===== config.mk =====
export PLATFORM = sky130hd
export DESIGN_NAME = rr_record_top
export DESIGN_NICKNAME = d
export VERILOG_FILES = /design/src/design/rr_cfg_pkg.sv /design/src/design/rr_log_pkg.sv /design/src/design/rr_record_top.sv /design/src/design/rr_wb_writer.sv /design/src/design/rr_log_fifo.sv /design/src/design/rr_chan_logger.sv
export SDC_FILE = /design/constraint.sdc
export NUM_CORES = 1
export LEC_CHECK = 0
export BUFFER_PORTS_ARGS = -buffer_cell sky130_fd_sc_hd__buf_4
export CORE_ASPECT_RATIO = 1.25
export CORE_MARGIN = 2
export CORE_UTILIZATION = 38
export DETAILED_ROUTE_END_ITERATION = 10
export GPL_TIMING_DRIVEN = 0
export HOLD_SLACK_MARGIN = 0.15
export PLACE_DENSITY_LB_ADDON = 0.15
export SYNTH_ARGS = -nofsm -noshare
export SYNTH_HDL_FRONTEND = slang
export SYNTH_HIERARCHICAL = 1
export SYNTH_SLANG_ARGS = --single-unit

===== constraint.sdc =====
create_clock -name clk -period 5.1 [get_ports clk]
set_clock_uncertainty 0.05 [all_clocks]
set_input_delay 1.02 -clock clk [delete_from_list [all_inputs] [get_ports clk]]
set_output_delay 1.02 -clock clk [all_outputs]
set_load 0.03 [all_outputs]

===== src/design/rr_cfg_pkg.sv =====
package rr_cfg_pkg;

  //////////////////////////////////////////////////
  // channel and log word sizes
  //////////////////////////////////////////////////
  // register-access payload carried by ocl and sda
  localparam int CHAN_DATA_W = 24;
  // one log entry is one storage word
  localparam int LOG_WORD_W = 32;

  //////////////////////////////////////////////////
  // trace storage
  //////////////////////////////////////////////////
  localparam int WB_ADR_W = 32;
  // byte lanes of a storage word
  localparam int WB_SEL_W = LOG_WORD_W / 8;
  // byte address of ring word 0
  localparam logic [WB_ADR_W-1:0] LOG_BASE_ADDR = 32'h0000_1000;
  localparam int LOG_RING_WORDS = 64;
  localparam int RING_IDX_W = $clog2(LOG_RING_WORDS);

  // entries buffered between logger and storage writer
  localparam int FIFO_DEPTH = 8;

endpackage

===== src/design/rr_log_pkg.sv =====
package rr_log_pkg;

  import rr_cfg_pkg::*;

  // width of the happen-before sequence number
  localparam int SEQ_W = 4;

  // channel id stored in the top nibble of an entry
  typedef enum logic [3:0] {
    CHAN_OCL = 4'd1,
    CHAN_SDA = 4'd2
  } chan_id_e;

  //////////////////////////////////////////////////
  // log entry layout, msb first
  //////////////////////////////////////////////////
  typedef struct packed {
    chan_id_e                chan;
    logic [SEQ_W-1:0]        seq;
    logic [CHAN_DATA_W-1:0]  payload;
  } log_entry_t;

endpackage


===== src/design/rr_record_top.sv =====
`timescale 1ns/1ps

module rr_record_top
  import rr_cfg_pkg::*;
  import rr_log_pkg::*;
(
  input  logic                   clk,
  input  logic                   rstn,
  input  logic                   i_record_en,
  // ocl, shell side then CL side
  input  logic                   i_ocl_valid,
  input  logic [CHAN_DATA_W-1:0] i_ocl_data,
  output logic                   o_ocl_ready,
  output logic                   o_ocl_valid,
  output logic [CHAN_DATA_W-1:0] o_ocl_data,
  input  logic                   i_ocl_ready,
  // sda, shell side then CL side
  input  logic                   i_sda_valid,
  input  logic [CHAN_DATA_W-1:0] i_sda_data,
  output logic                   o_sda_ready,
  output logic                   o_sda_valid,
  output logic [CHAN_DATA_W-1:0] o_sda_data,
  input  logic                   i_sda_ready,
  // trace storage write port
  output logic                   o_wb_cyc,
  output logic                   o_wb_stb,
  output logic                   o_wb_we,
  output logic [WB_ADR_W-1:0]    o_wb_adr,
  output logic [LOG_WORD_W-1:0]  o_wb_dat,
  output logic [WB_SEL_W-1:0]    o_wb_sel,
  input  logic                   i_wb_ack
);

  //////////////////////////////////////////////////
  // logger to buffer, buffer to writer
  //////////////////////////////////////////////////
  logic       log_valid;
  logic       log_ready;
  log_entry_t log_entry;
  logic       wr_valid;
  logic       wr_ready;
  log_entry_t wr_entry;

  rr_chan_logger logger_i (
    .clk, .rstn, .i_record_en,
    .i_ocl_valid, .i_ocl_data, .o_ocl_ready, .o_ocl_valid, .o_ocl_data, .i_ocl_ready,
    .i_sda_valid, .i_sda_data, .o_sda_ready, .o_sda_valid, .o_sda_data, .i_sda_ready,
    .o_log_valid(log_valid), .i_log_ready(log_ready), .o_log_entry(log_entry)
  );

  rr_log_fifo #(.DEPTH(FIFO_DEPTH)) fifo_i (
    .clk, .rstn,
    .i_push_valid(log_valid), .o_push_ready(log_ready), .i_push_entry(log_entry),
    .o_pop_valid(wr_valid), .i_pop_ready(wr_ready), .o_pop_entry(wr_entry)
  );

  rr_wb_writer writer_i (
    .clk, .rstn,
    .i_entry_valid(wr_valid), .o_entry_ready(wr_ready), .i_entry(wr_entry),
    .o_wb_cyc, .o_wb_stb, .o_wb_we, .o_wb_adr, .o_wb_dat, .o_wb_sel, .i_wb_ack
  );

endmodule


===== src/design/rr_wb_writer.sv =====
`timescale 1ns/1ps

module rr_wb_writer
  import rr_cfg_pkg::*;
  import rr_log_pkg::*;
(
  input  logic                  clk,
  input  logic                  rstn,
  // entries from the buffer
  input  logic                  i_entry_valid,
  output logic                  o_entry_ready,
  input  log_entry_t            i_entry,
  // wishbone classic master, write only
  output logic                  o_wb_cyc,
  output logic                  o_wb_stb,
  output logic                  o_wb_we,
  output logic [WB_ADR_W-1:0]   o_wb_adr,
  output logic [LOG_WORD_W-1:0] o_wb_dat,
  output logic [WB_SEL_W-1:0]   o_wb_sel,
  input  logic                  i_wb_ack
);

  typedef enum logic {
    ST_IDLE,
    ST_WRITE
  } wr_state_e;

  wr_state_e             state_q;
  // entry held for the whole bus cycle
  log_entry_t            dat_q;
  logic [RING_IDX_W-1:0] idx_q;
  logic                  take;

  //////////////////////////////////////////////////
  // entry intake
  //////////////////////////////////////////////////
  // one entry per bus cycle, taken only in idle
  assign o_entry_ready = (state_q == ST_IDLE);
  assign take          = i_entry_valid && o_entry_ready;

  always_ff @(posedge clk) begin
    if (take) begin
      dat_q <= i_entry;
    end
  end

  //////////////////////////////////////////////////
  // bus FSM and ring index
  //////////////////////////////////////////////////
  always_ff @(posedge clk) begin
    if (!rstn) begin
      state_q <= ST_IDLE;
      idx_q   <= '0;
    end else begin
      case (state_q)
        ST_IDLE: begin
          if (take) state_q <= ST_WRITE;
        end
        ST_WRITE: begin
          // write done, next word of the ring
          if (i_wb_ack) begin
            state_q <= ST_IDLE;
            if (idx_q == RING_IDX_W'(LOG_RING_WORDS - 1)) begin
              idx_q <= '0;
            end else begin
              idx_q <= idx_q + 1'b1;
            end
          end
        end
        default: state_q <= ST_IDLE;
      endcase
    end
  end

  // bus outputs straight from the state
  assign o_wb_cyc = (state_q == ST_WRITE);
  assign o_wb_stb = (state_q == ST_WRITE);
  assign o_wb_we  = (state_q == ST_WRITE);
  assign o_wb_sel = '1;
  assign o_wb_dat = dat_q;
  // word index to byte address
  assign o_wb_adr = LOG_BASE_ADDR + {{(WB_ADR_W-RING_IDX_W-2){1'b0}}, idx_q, 2'b00};

  // request held steady until the slave acks
  a_req_stable : assert property (
    @(posedge clk) disable iff (!rstn)
    (o_wb_stb && !i_wb_ack) |=> (o_wb_stb && $stable(o_wb_adr) && $stable(o_wb_dat)));
  a_ack_in_cycle : assert property (
    @(posedge clk) disable iff (!rstn) i_wb_ack |-> o_wb_stb);

endmodule


===== src/design/rr_log_fifo.sv =====
`timescale 1ns/1ps

module rr_log_fifo
  import rr_cfg_pkg::*;
  import rr_log_pkg::*;
#(
  // power of two, at least 2
  parameter int DEPTH = FIFO_DEPTH
) (
  input  logic       clk,
  input  logic       rstn,
  input  logic       i_push_valid,
  output logic       o_push_ready,
  input  log_entry_t i_push_entry,
  output logic       o_pop_valid,
  input  logic       i_pop_ready,
  output log_entry_t o_pop_entry
);

  localparam int AW = $clog2(DEPTH);

  log_entry_t    mem [DEPTH];
  logic [AW-1:0] wptr_q;
  logic [AW-1:0] rptr_q;
  logic [AW:0]   count_q;
  logic          full;
  logic          push;
  logic          pop;

  //////////////////////////////////////////////////
  // handshake
  //////////////////////////////////////////////////
  assign full         = (count_q == (AW+1)'(DEPTH));
  assign o_pop_valid  = (count_q != '0);
  assign pop          = o_pop_valid && i_pop_ready;
  // a pop frees a slot in the same cycle
  assign o_push_ready = !full || pop;
  assign push         = i_push_valid && o_push_ready;
  assign o_pop_entry  = mem[rptr_q];

  // storage array
  always_ff @(posedge clk) begin
    if (push) begin
      mem[wptr_q] <= i_push_entry;
    end
  end

  // pointers wrap naturally with DEPTH a power of two
  always_ff @(posedge clk) begin
    if (!rstn) begin
      wptr_q  <= '0;
      rptr_q  <= '0;
      count_q <= '0;
    end else begin
      if (push) wptr_q <= wptr_q + 1'b1;
      if (pop)  rptr_q <= rptr_q + 1'b1;
      if (push && !pop) begin
        count_q <= count_q + 1'b1;
      end else if (pop && !push) begin
        count_q <= count_q - 1'b1;
      end
    end
  end

  // producer never offers an entry to a full buffer without a pop
  a_no_overflow : assert property (
    @(posedge clk) disable iff (!rstn) i_push_valid |-> o_push_ready);
  // count stays within DEPTH and matches the pointer distance
  a_count_consistent : assert property (
    @(posedge clk) disable iff (!rstn)
    (count_q <= (AW+1)'(DEPTH)) && (AW'(wptr_q - rptr_q) == count_q[AW-1:0]));

endmodule


===== src/design/rr_chan_logger.sv =====
`timescale 1ns/1ps

module rr_chan_logger
  import rr_cfg_pkg::*;
  import rr_log_pkg::*;
(
  input  logic                   clk,
  input  logic                   rstn,
  input  logic                   i_record_en,
  // ocl channel
  input  logic                   i_ocl_valid,
  input  logic [CHAN_DATA_W-1:0] i_ocl_data,
  output logic                   o_ocl_ready,
  output logic                   o_ocl_valid,
  output logic [CHAN_DATA_W-1:0] o_ocl_data,
  input  logic                   i_ocl_ready,
  // sda channel
  input  logic                   i_sda_valid,
  input  logic [CHAN_DATA_W-1:0] i_sda_data,
  output logic                   o_sda_ready,
  output logic                   o_sda_valid,
  output logic [CHAN_DATA_W-1:0] o_sda_data,
  input  logic                   i_sda_ready,
  // log entries towards the buffer
  output logic                   o_log_valid,
  input  logic                   i_log_ready,
  output log_entry_t             o_log_entry
);

  // round-robin state, high when sda has priority
  logic             prio_sda_q;
  logic [SEQ_W-1:0] seq_q;
  logic             gnt_ocl;
  logic             gnt_sda;
  logic             ocl_fire;
  logic             sda_fire;

  // shell to CL forward path is untouched
  assign o_ocl_valid = i_ocl_valid;
  assign o_ocl_data  = i_ocl_data;
  assign o_sda_valid = i_sda_valid;
  assign o_sda_data  = i_sda_data;

  //////////////////////////////////////////////////
  // grant and ready gating
  //////////////////////////////////////////////////
  // priority channel wins, the other one only when priority side is idle
  assign gnt_ocl = i_ocl_valid && (!prio_sda_q || !i_sda_valid);
  assign gnt_sda = i_sda_valid && !gnt_ocl;

  // no buffer space means no transfer while recording
  assign o_ocl_ready = i_record_en ? (i_ocl_ready && gnt_ocl && i_log_ready) : i_ocl_ready;
  assign o_sda_ready = i_record_en ? (i_sda_ready && gnt_sda && i_log_ready) : i_sda_ready;

  assign ocl_fire = i_record_en && i_ocl_valid && o_ocl_ready;
  assign sda_fire = i_record_en && i_sda_valid && o_sda_ready;

  //////////////////////////////////////////////////
  // entry formation, same cycle as the transfer
  //////////////////////////////////////////////////
  assign o_log_valid = ocl_fire || sda_fire;

  always_comb begin
    o_log_entry.chan    = ocl_fire ? CHAN_OCL : CHAN_SDA;
    o_log_entry.seq     = seq_q;
    o_log_entry.payload = ocl_fire ? i_ocl_data : i_sda_data;
  end

  // priority flips to the channel that was not just logged
  always_ff @(posedge clk) begin
    if (!rstn) begin
      prio_sda_q <= 1'b0;
      seq_q      <= '0;
    end else if (o_log_valid) begin
      prio_sda_q <= ocl_fire;
      // wraps at 16 on its own
      seq_q      <= seq_q + 1'b1;
    end
  end

  // a held-back shell offer keeps its payload until it transfers
  a_ocl_offer_held : assert property (
    @(posedge clk) disable iff (!rstn)
    (i_ocl_valid && !o_ocl_ready) |=> (i_ocl_valid && $stable(i_ocl_data)));
  a_sda_offer_held : assert property (
    @(posedge clk) disable iff (!rstn)
    (i_sda_valid && !o_sda_ready) |=> (i_sda_valid && $stable(i_sda_data)));

endmodule


==> results_dict.tcl, run 1 <==
set metrics [dict create \
    holdCritStartpoint "fifo_i/count_q[3]" \
    antenna_found_initial 0 \
    rr_startpoint "writer_i/o_wb_cyc" \
    viasPerCell 4.84 \
    p_per_area_nw_per_um2 459 \
    crit_path_frequent_cell "inv_1" \
    syn_area_um2 13000 \
    drc 0 \
    syn_avg_cell_area_um2 19.5 \
    hold_violations 0 \
    ys_ff_latch 313 \
    die_h_um 210 \
    slowest_stage "dfxtp_1" \
    holdBufCountCts 0 \
    hp-class "register to register" \
    fin_nets 961 \
    synth_edf_count 288 \
    grt_pass1_wl_mm 39.0 \
    cts-root-buf "clkbuf_16" \
    final_area_um2 16100 \
    max_clock_freq_mhz 261 \
    synth_top_flop_cell "edfxtp_1" \
    place_congestion 0.667 \
    relSlewSlack_pct 31.1 \
    fin_ws_ns 1.28 \
    fin_crit_sh_pct 75.0 \
    numCtsBuffers 34 \
    rows 75 \
    grt_setup_unrepaired "false" \
    intPower_uw 5310 \
    critPathMaxStageDelay_ns 0.53 \
    drt_first_pass_iters 6 \
    reg2reg_depth 15 \
    pin_count 179 \
    crit_type "register to register" \
    ir_drop_v 0.000218 \
    clock-sinks 313 \
    cts_tree "done" \
    drt_wl_total_mm 25.7 \
    post-cts-setup-buffers 0 \
    power_frac_comb_pct 25.3 \
    hold_depth 2 \
    p_sw_uw 2080 \
    dp_hpwl_mm 16.5 \
    fp.dieArea_um2 35600 \
    port_buffers 148 \
    diodes 0 \
    syn2layout_area_growth_pct 24.3 \
    yosysWarnings 6 \
    yosysSeqAreaShare_pct 70.6 \
    drive_above_1_share_pct 44.4 \
    worstPathArrival_ns 4.20 \
    synth_cell_types 43 \
    antenna_left 0 \
    pwr-share-seq_pct 43.2 \
    reg2reg_to "fifo_i/count_q[3]" \
    layout_commonest_cell "edfxtp_1" \
    crit_chain "inv_1 > nand2b_1 > or2_2 > and3_1 > a32oi_2 > inv_1 > o21ai_4 > inv_1 > ha_1 > inv_1 > ha_1 > a21oi_1 > a211oi_1 > a31oi_1 > mux2i_1" \
    critPathMaxFanout 10 \
    coreArea_um2 33600 \
    worstMarginPinSlew_ns 1.03 \
    clock_path_buffers 3 \
    drv_cap 0 \
    fillers 2852 \
    path_clk_slew_ns 0.06 \
    power.share.clock_pct 31.5 \
    dr_total_vias 6504 \
    p_total_uw 7390 \
    start_util_pct 38.6 \
    drt_first_iter_violations 372 \
    dp_slack_ns 1.27 \
    min_period_ns 3.82 \
    startpoint_type "register" \
    clk_latency_ns 0.50 \
    avgRoutedWirePerCell_um 19.1 \
    reg2reg_slack_ns 1.28 \
    die_w_um 169 \
    p_sw_share_pct 28.2 \
    finalSetupViolCount 0 \
    post_cts_resized 0 \
    grt_max_degree 34 \
    slew_violations 0 \
    grt_usage_pct 14.4 \
    crit_required_ns 5.48 \
    p_leak_uw 0.00582 \
    layout_common_cells "edfxtp_1, buf_4, mux2_2, mux4_1, clkbuf_16" \
    status "finished clean" \
    synthArstFlopShare_pct 0 \
    hold_end "fifo_i/count_q[3]" \
    htreeDepth 2 \
    grt_pass1_vias 6619 \
    syn_inst 663 \
    postPlaceCellArea_um2 15000 \
    crit_path_end_kind "register" \
    grt_overflow_total 0 \
]
==> worst max path at each step <==
stage / startpoint / end / slack (ns)
2_1_floorplan: i_sda_ready / fifo_i/mem[4][0] / 0.59
3_3_place_gp: i_sda_valid / fifo_i/mem[4][21] / -2.34
3_5_place_dp: writer_i/o_wb_cyc / fifo_i/count_q[3] / 1.27
4_1_cts: writer_i/o_wb_cyc / fifo_i/count_q[3] / 1.26
5_1_grt: writer_i/o_wb_cyc / fifo_i/count_q[3] / 0.94
6_report: writer_i/o_wb_cyc / fifo_i/count_q[3] / 1.28
==> cell usage after synthesis, drive strengths merged, types with 2 or more instances <==
cell	n	area share, %
mux2i	3	0.23
nand2	16	0.48
o21ai	5	0.28
mux2	56	4.9
and3	2	0.097
mux4	64	12
inv	7	0.20
nand4	2	0.097
ha	7	0.68
edfxtp	288	67
nor3	5	0.19
or3	6	0.29
xnor2	7	0.47
conb	3	0.087
xor2	2	0.14
a31oi	3	0.14
nor2	7	0.20
dfxtp	25	3.9
a21oi	3	0.12
buf	103	6.0
nor2b	2	0.097
nand3	13	0.50
nand2b	5	0.24
clkbuf	4	0.12
a21boi	8	0.49
and2	8	0.39
==> state kept, by name (all words and copies together), names as in the netlist, named ones only <==
register / count
fifo_i/count_q: 4
fifo_i/mem: 256
fifo_i/rptr_q: 3
fifo_i/wptr_q: 3
logger_i/prio_sda_q: 1
logger_i/seq_q: 4
writer_i/idx_q: 6
writer_i/o_wb_cyc: 1
writer_i/o_wb_dat: 32
==> power by group through the flow <==
stage               logic, uW  registers (uW)  clock network (uW)
global route             2000            3220                2500
finish                   1870            3190                2330
CTS                      1910            3200                2400
detailed placement       1910            3250                   0
floorplan                1010            3520                   0
global placement         1880            3250                   0
==> per-stage QoR <==
step | utilization, % | TNS, ns | hold WS (ns) | instances
global route | 48.0 | 0 | 0.473 | 1345
detailed placement | 44.8 | 0 | 0.431 | 1284
floorplan | - | 0 | 0.409 | 692
finish | 48.0 | 0 | 0.435 | 1345
global placement | 43.8 | -310.71 | 0.423 | 1263
CTS | 48.0 | 0 | 0.441 | 1345
==> cells by family after synthesis <==
logic type	after synthesis	share of synthesized area (%)
xor+xnor	9	0.608
other cells	3	0.0869
buf+inv	114	6.34
simple gates	70	2.84
flops	313	70.6
fa+ha+maj	8	0.830
compound gates	23	1.33
mux	123	17.4
==> final cells by class <==
cell class / count / area [um2] / share of cell area (%)
Buffer: 107 / 796 / 4.94
Inverter: 7 / 26.3 / 0.163
Sequential cell: 313 / 9150 / 56.8
Tap cell: 423 / 529 / 3.28
Clock inverter: 15 / 100 / 0.621
Clock buffer: 46 / 970 / 6.02
Timing Repair Buffer: 169 / 1390 / 8.62
Multi-Input combinational cell: 265 / 3160 / 19.6
==> per-layer routing <==
| layer | up-vias | track usage, % | part of all wire, % |
|---|---|---|---|
| li1 | 3007 | - | - |
| met1 | 3320 | 19.2 | 44 |
| met2 | 149 | 24.6 | 50 |
| met3 | 28 | 2.61 | 4.1 |
| met4 | 0 | 3.65 | 1.5 |
| met5 | - | 0 | 0 |
==> critical path: cells and delay by family (launching register included) <==
family / cells / cell delay (ns)
flops: 1 / 0.53
compound gates: 5 / 1.09
fa+ha+maj: 2 / 0.50
mux: 1 / 0.19
buf+inv: 4 / 0.61
simple gates: 3 / 0.76
(Power assumes the default switching activity.)
==> run 2: changes to the inputs <==
- clock period: 5.1 -> 3.59 ns (I/O delays scaled with it)
==> results_dict.tcl, run 2 (synthesis results as in run 1) <==
set metrics [dict create \
    status "finished clean" \
    worstPathArrival_ns 3.76 \
    startpoint_type "register" \
    place_congestion 0.681 \
    crit_path_end_kind "register" \
    port_buffers 148 \
    postPlaceCellArea_um2 15100 \
    top_register "fifo_i/mem" \
    crit_type "register to register" \
    antenna_found_initial 0 \
    layout_commonest_cell "edfxtp_1" \
    drc 0 \
    grt_pass1_vias 6509 \
    crit_required_ns 4.02 \
    relSlewSlack_pct 29.3 \
    critPathMaxFanout 7 \
    layout_common_cells "edfxtp_1, buf_4, mux2_2, mux4_1, conb_1" \
    start_util_pct 38.6 \
    coreArea_um2 33600 \
    hold_violations 0 \
    wl_met1_mm 11.2 \
    cts-root-buf "clkbuf_16" \
    numCtsBuffers 30 \
    finalSetupViolCount 0 \
    tns_ns 0 \
    viasPerCell 4.82 \
    fp.dieArea_um2 35600 \
    dr_total_vias 6465 \
    grt_pass1_wl_mm 38.7 \
    drt_first_iter_violations 406 \
    syn2layout_area_growth_pct 24.5 \
    die_w_um 169 \
    drt_first_pass_iters 6 \
    largest_register_ffs 256 \
    dr_wl_met2_mm 12.6 \
    htreeDepth 1 \
    die_h_um 210 \
    diodes 0 \
    cts_tree "done" \
    drive_above_1_share_pct 45.0 \
    grt_usage_pct 14.3 \
    clock-sinks 313 \
    worstMarginPinSlew_ns 1.06 \
    dp_hpwl_mm 16.3 \
    clock_path_buffers 3 \
    drv_cap 0 \
    hp-class "primary input to register" \
    final_area_um2 16100 \
    avgRoutedWirePerCell_um 19.0 \
    path_clk_slew_ns 0.06 \
    rows 75 \
    max_clock_freq_mhz 300 \
    fin_crit_sh_pct 92.7 \
    ir_drop_v 0.000354 \
    slew_violations 0 \
    grt_setup_unrepaired "false" \
    grt_max_degree 34 \
    highest_layer "met4" \
    drt_wl_total_mm 25.5 \
    pin_count 179 \
    clk_latency_ns 0.55 \
    grt_overflow_total 0 \
    antenna_left 0 \
    fin_nets 957 \
    p_leak_uw 0.00580 \
    holdBufCountCts 0 \
    min_period_ns 3.33 \
    p_per_area_nw_per_um2 650 \
    dr_wl_met3_mm 1.20 \
]
-- run 2: cell types whose count changed in the layout (fill, tap and decap cells not counted), moves of 2 or more --
cell and change:
clkinv_1 -4, bufinv_16 +4, buf_6 -2, clkbuf_16 -6
-- run 2: worst paths after layout --
path | slack, ns | startpoint | endpoint | depth (start not counted)
worst max-delay path | 0.26 | fifo_i/count_q[1] | fifo_i/count_q[3] | 14
worst min-delay path | 0.40 | rstn | writer_i/o_wb_cyc | 2
worst max register to register | 0.26 | fifo_i/count_q[1] | fifo_i/count_q[3] | 14
worst min register to register | 0.45 | logger_i/prio_sda_q | logger_i/prio_sda_q | 2
-- run 2: final cells by class --
cell class / count / area, um2
Buffer: 107 / 796
Clock buffer: 40 / 830
Clock inverter: 16 / 209
Fill cell: 2839 / 17500
Inverter: 7 / 26.3
Multi-Input combinational cell: 265 / 3180
Sequential cell: 313 / 9150
Tap cell: 423 / 529
Timing Repair Buffer: 169 / 1410
-- run 2: critical path, cell delays in order (launching register included) --
cell      delay (ns)
dfxtp_1         0.36
or3_4           0.43
or2_2           0.34
and3_1          0.22
a32oi_4         0.21
inv_1           0.11
o21ai_4         0.15
inv_1           0.13
ha_1            0.22
inv_2           0.10
ha_1            0.28
a21oi_2         0.16
a211oi_1        0.08
a31oi_1         0.21
mux2i_1         0.21
-- run 2: through the flow --
stage	util [%]	setup slack [ns]	std cells	total power [uW]	hold slack (ns)
after floorplan	-	-0.707	692	6430	0.409
after global placement	43.8	-3.24	1263	7290	0.423
after detailed placement	44.8	-0.288	1283	7330	0.437
after CTS	48.0	0.0940	1340	10600	0.385
after global routing	48.0	0.0404	1340	10900	0.385
final	48.0	0.260	1340	10500	0.399
-- run 2: timing repair --
action | in CTS | in global routing
pin swaps | 1 | 0
setup endpoints to repair | 1 | 1
resized for setup | 2 | 4
hold endpoints to repair | 0 | 0
setup buffers | 1 | 0
cloned | 0 | 0
-- run 2: report_power, final --
part           switching (uW)  internal, uW  total (uW)
clock                    1310          1980        3280
combinational            1490          1190        2680
sequential                127          4400        4530
-- run 2: per-layer routing --
| metal | vias up | GRT usage, % |
|---|---|---|
| met2 | 164 | 24.0 |
| li1 | 2996 | - |
| met5 | - | 0 |
| met1 | 3274 | 19.6 |
| met4 | 0 | 3.63 |
| met3 | 31 | 2.12 |
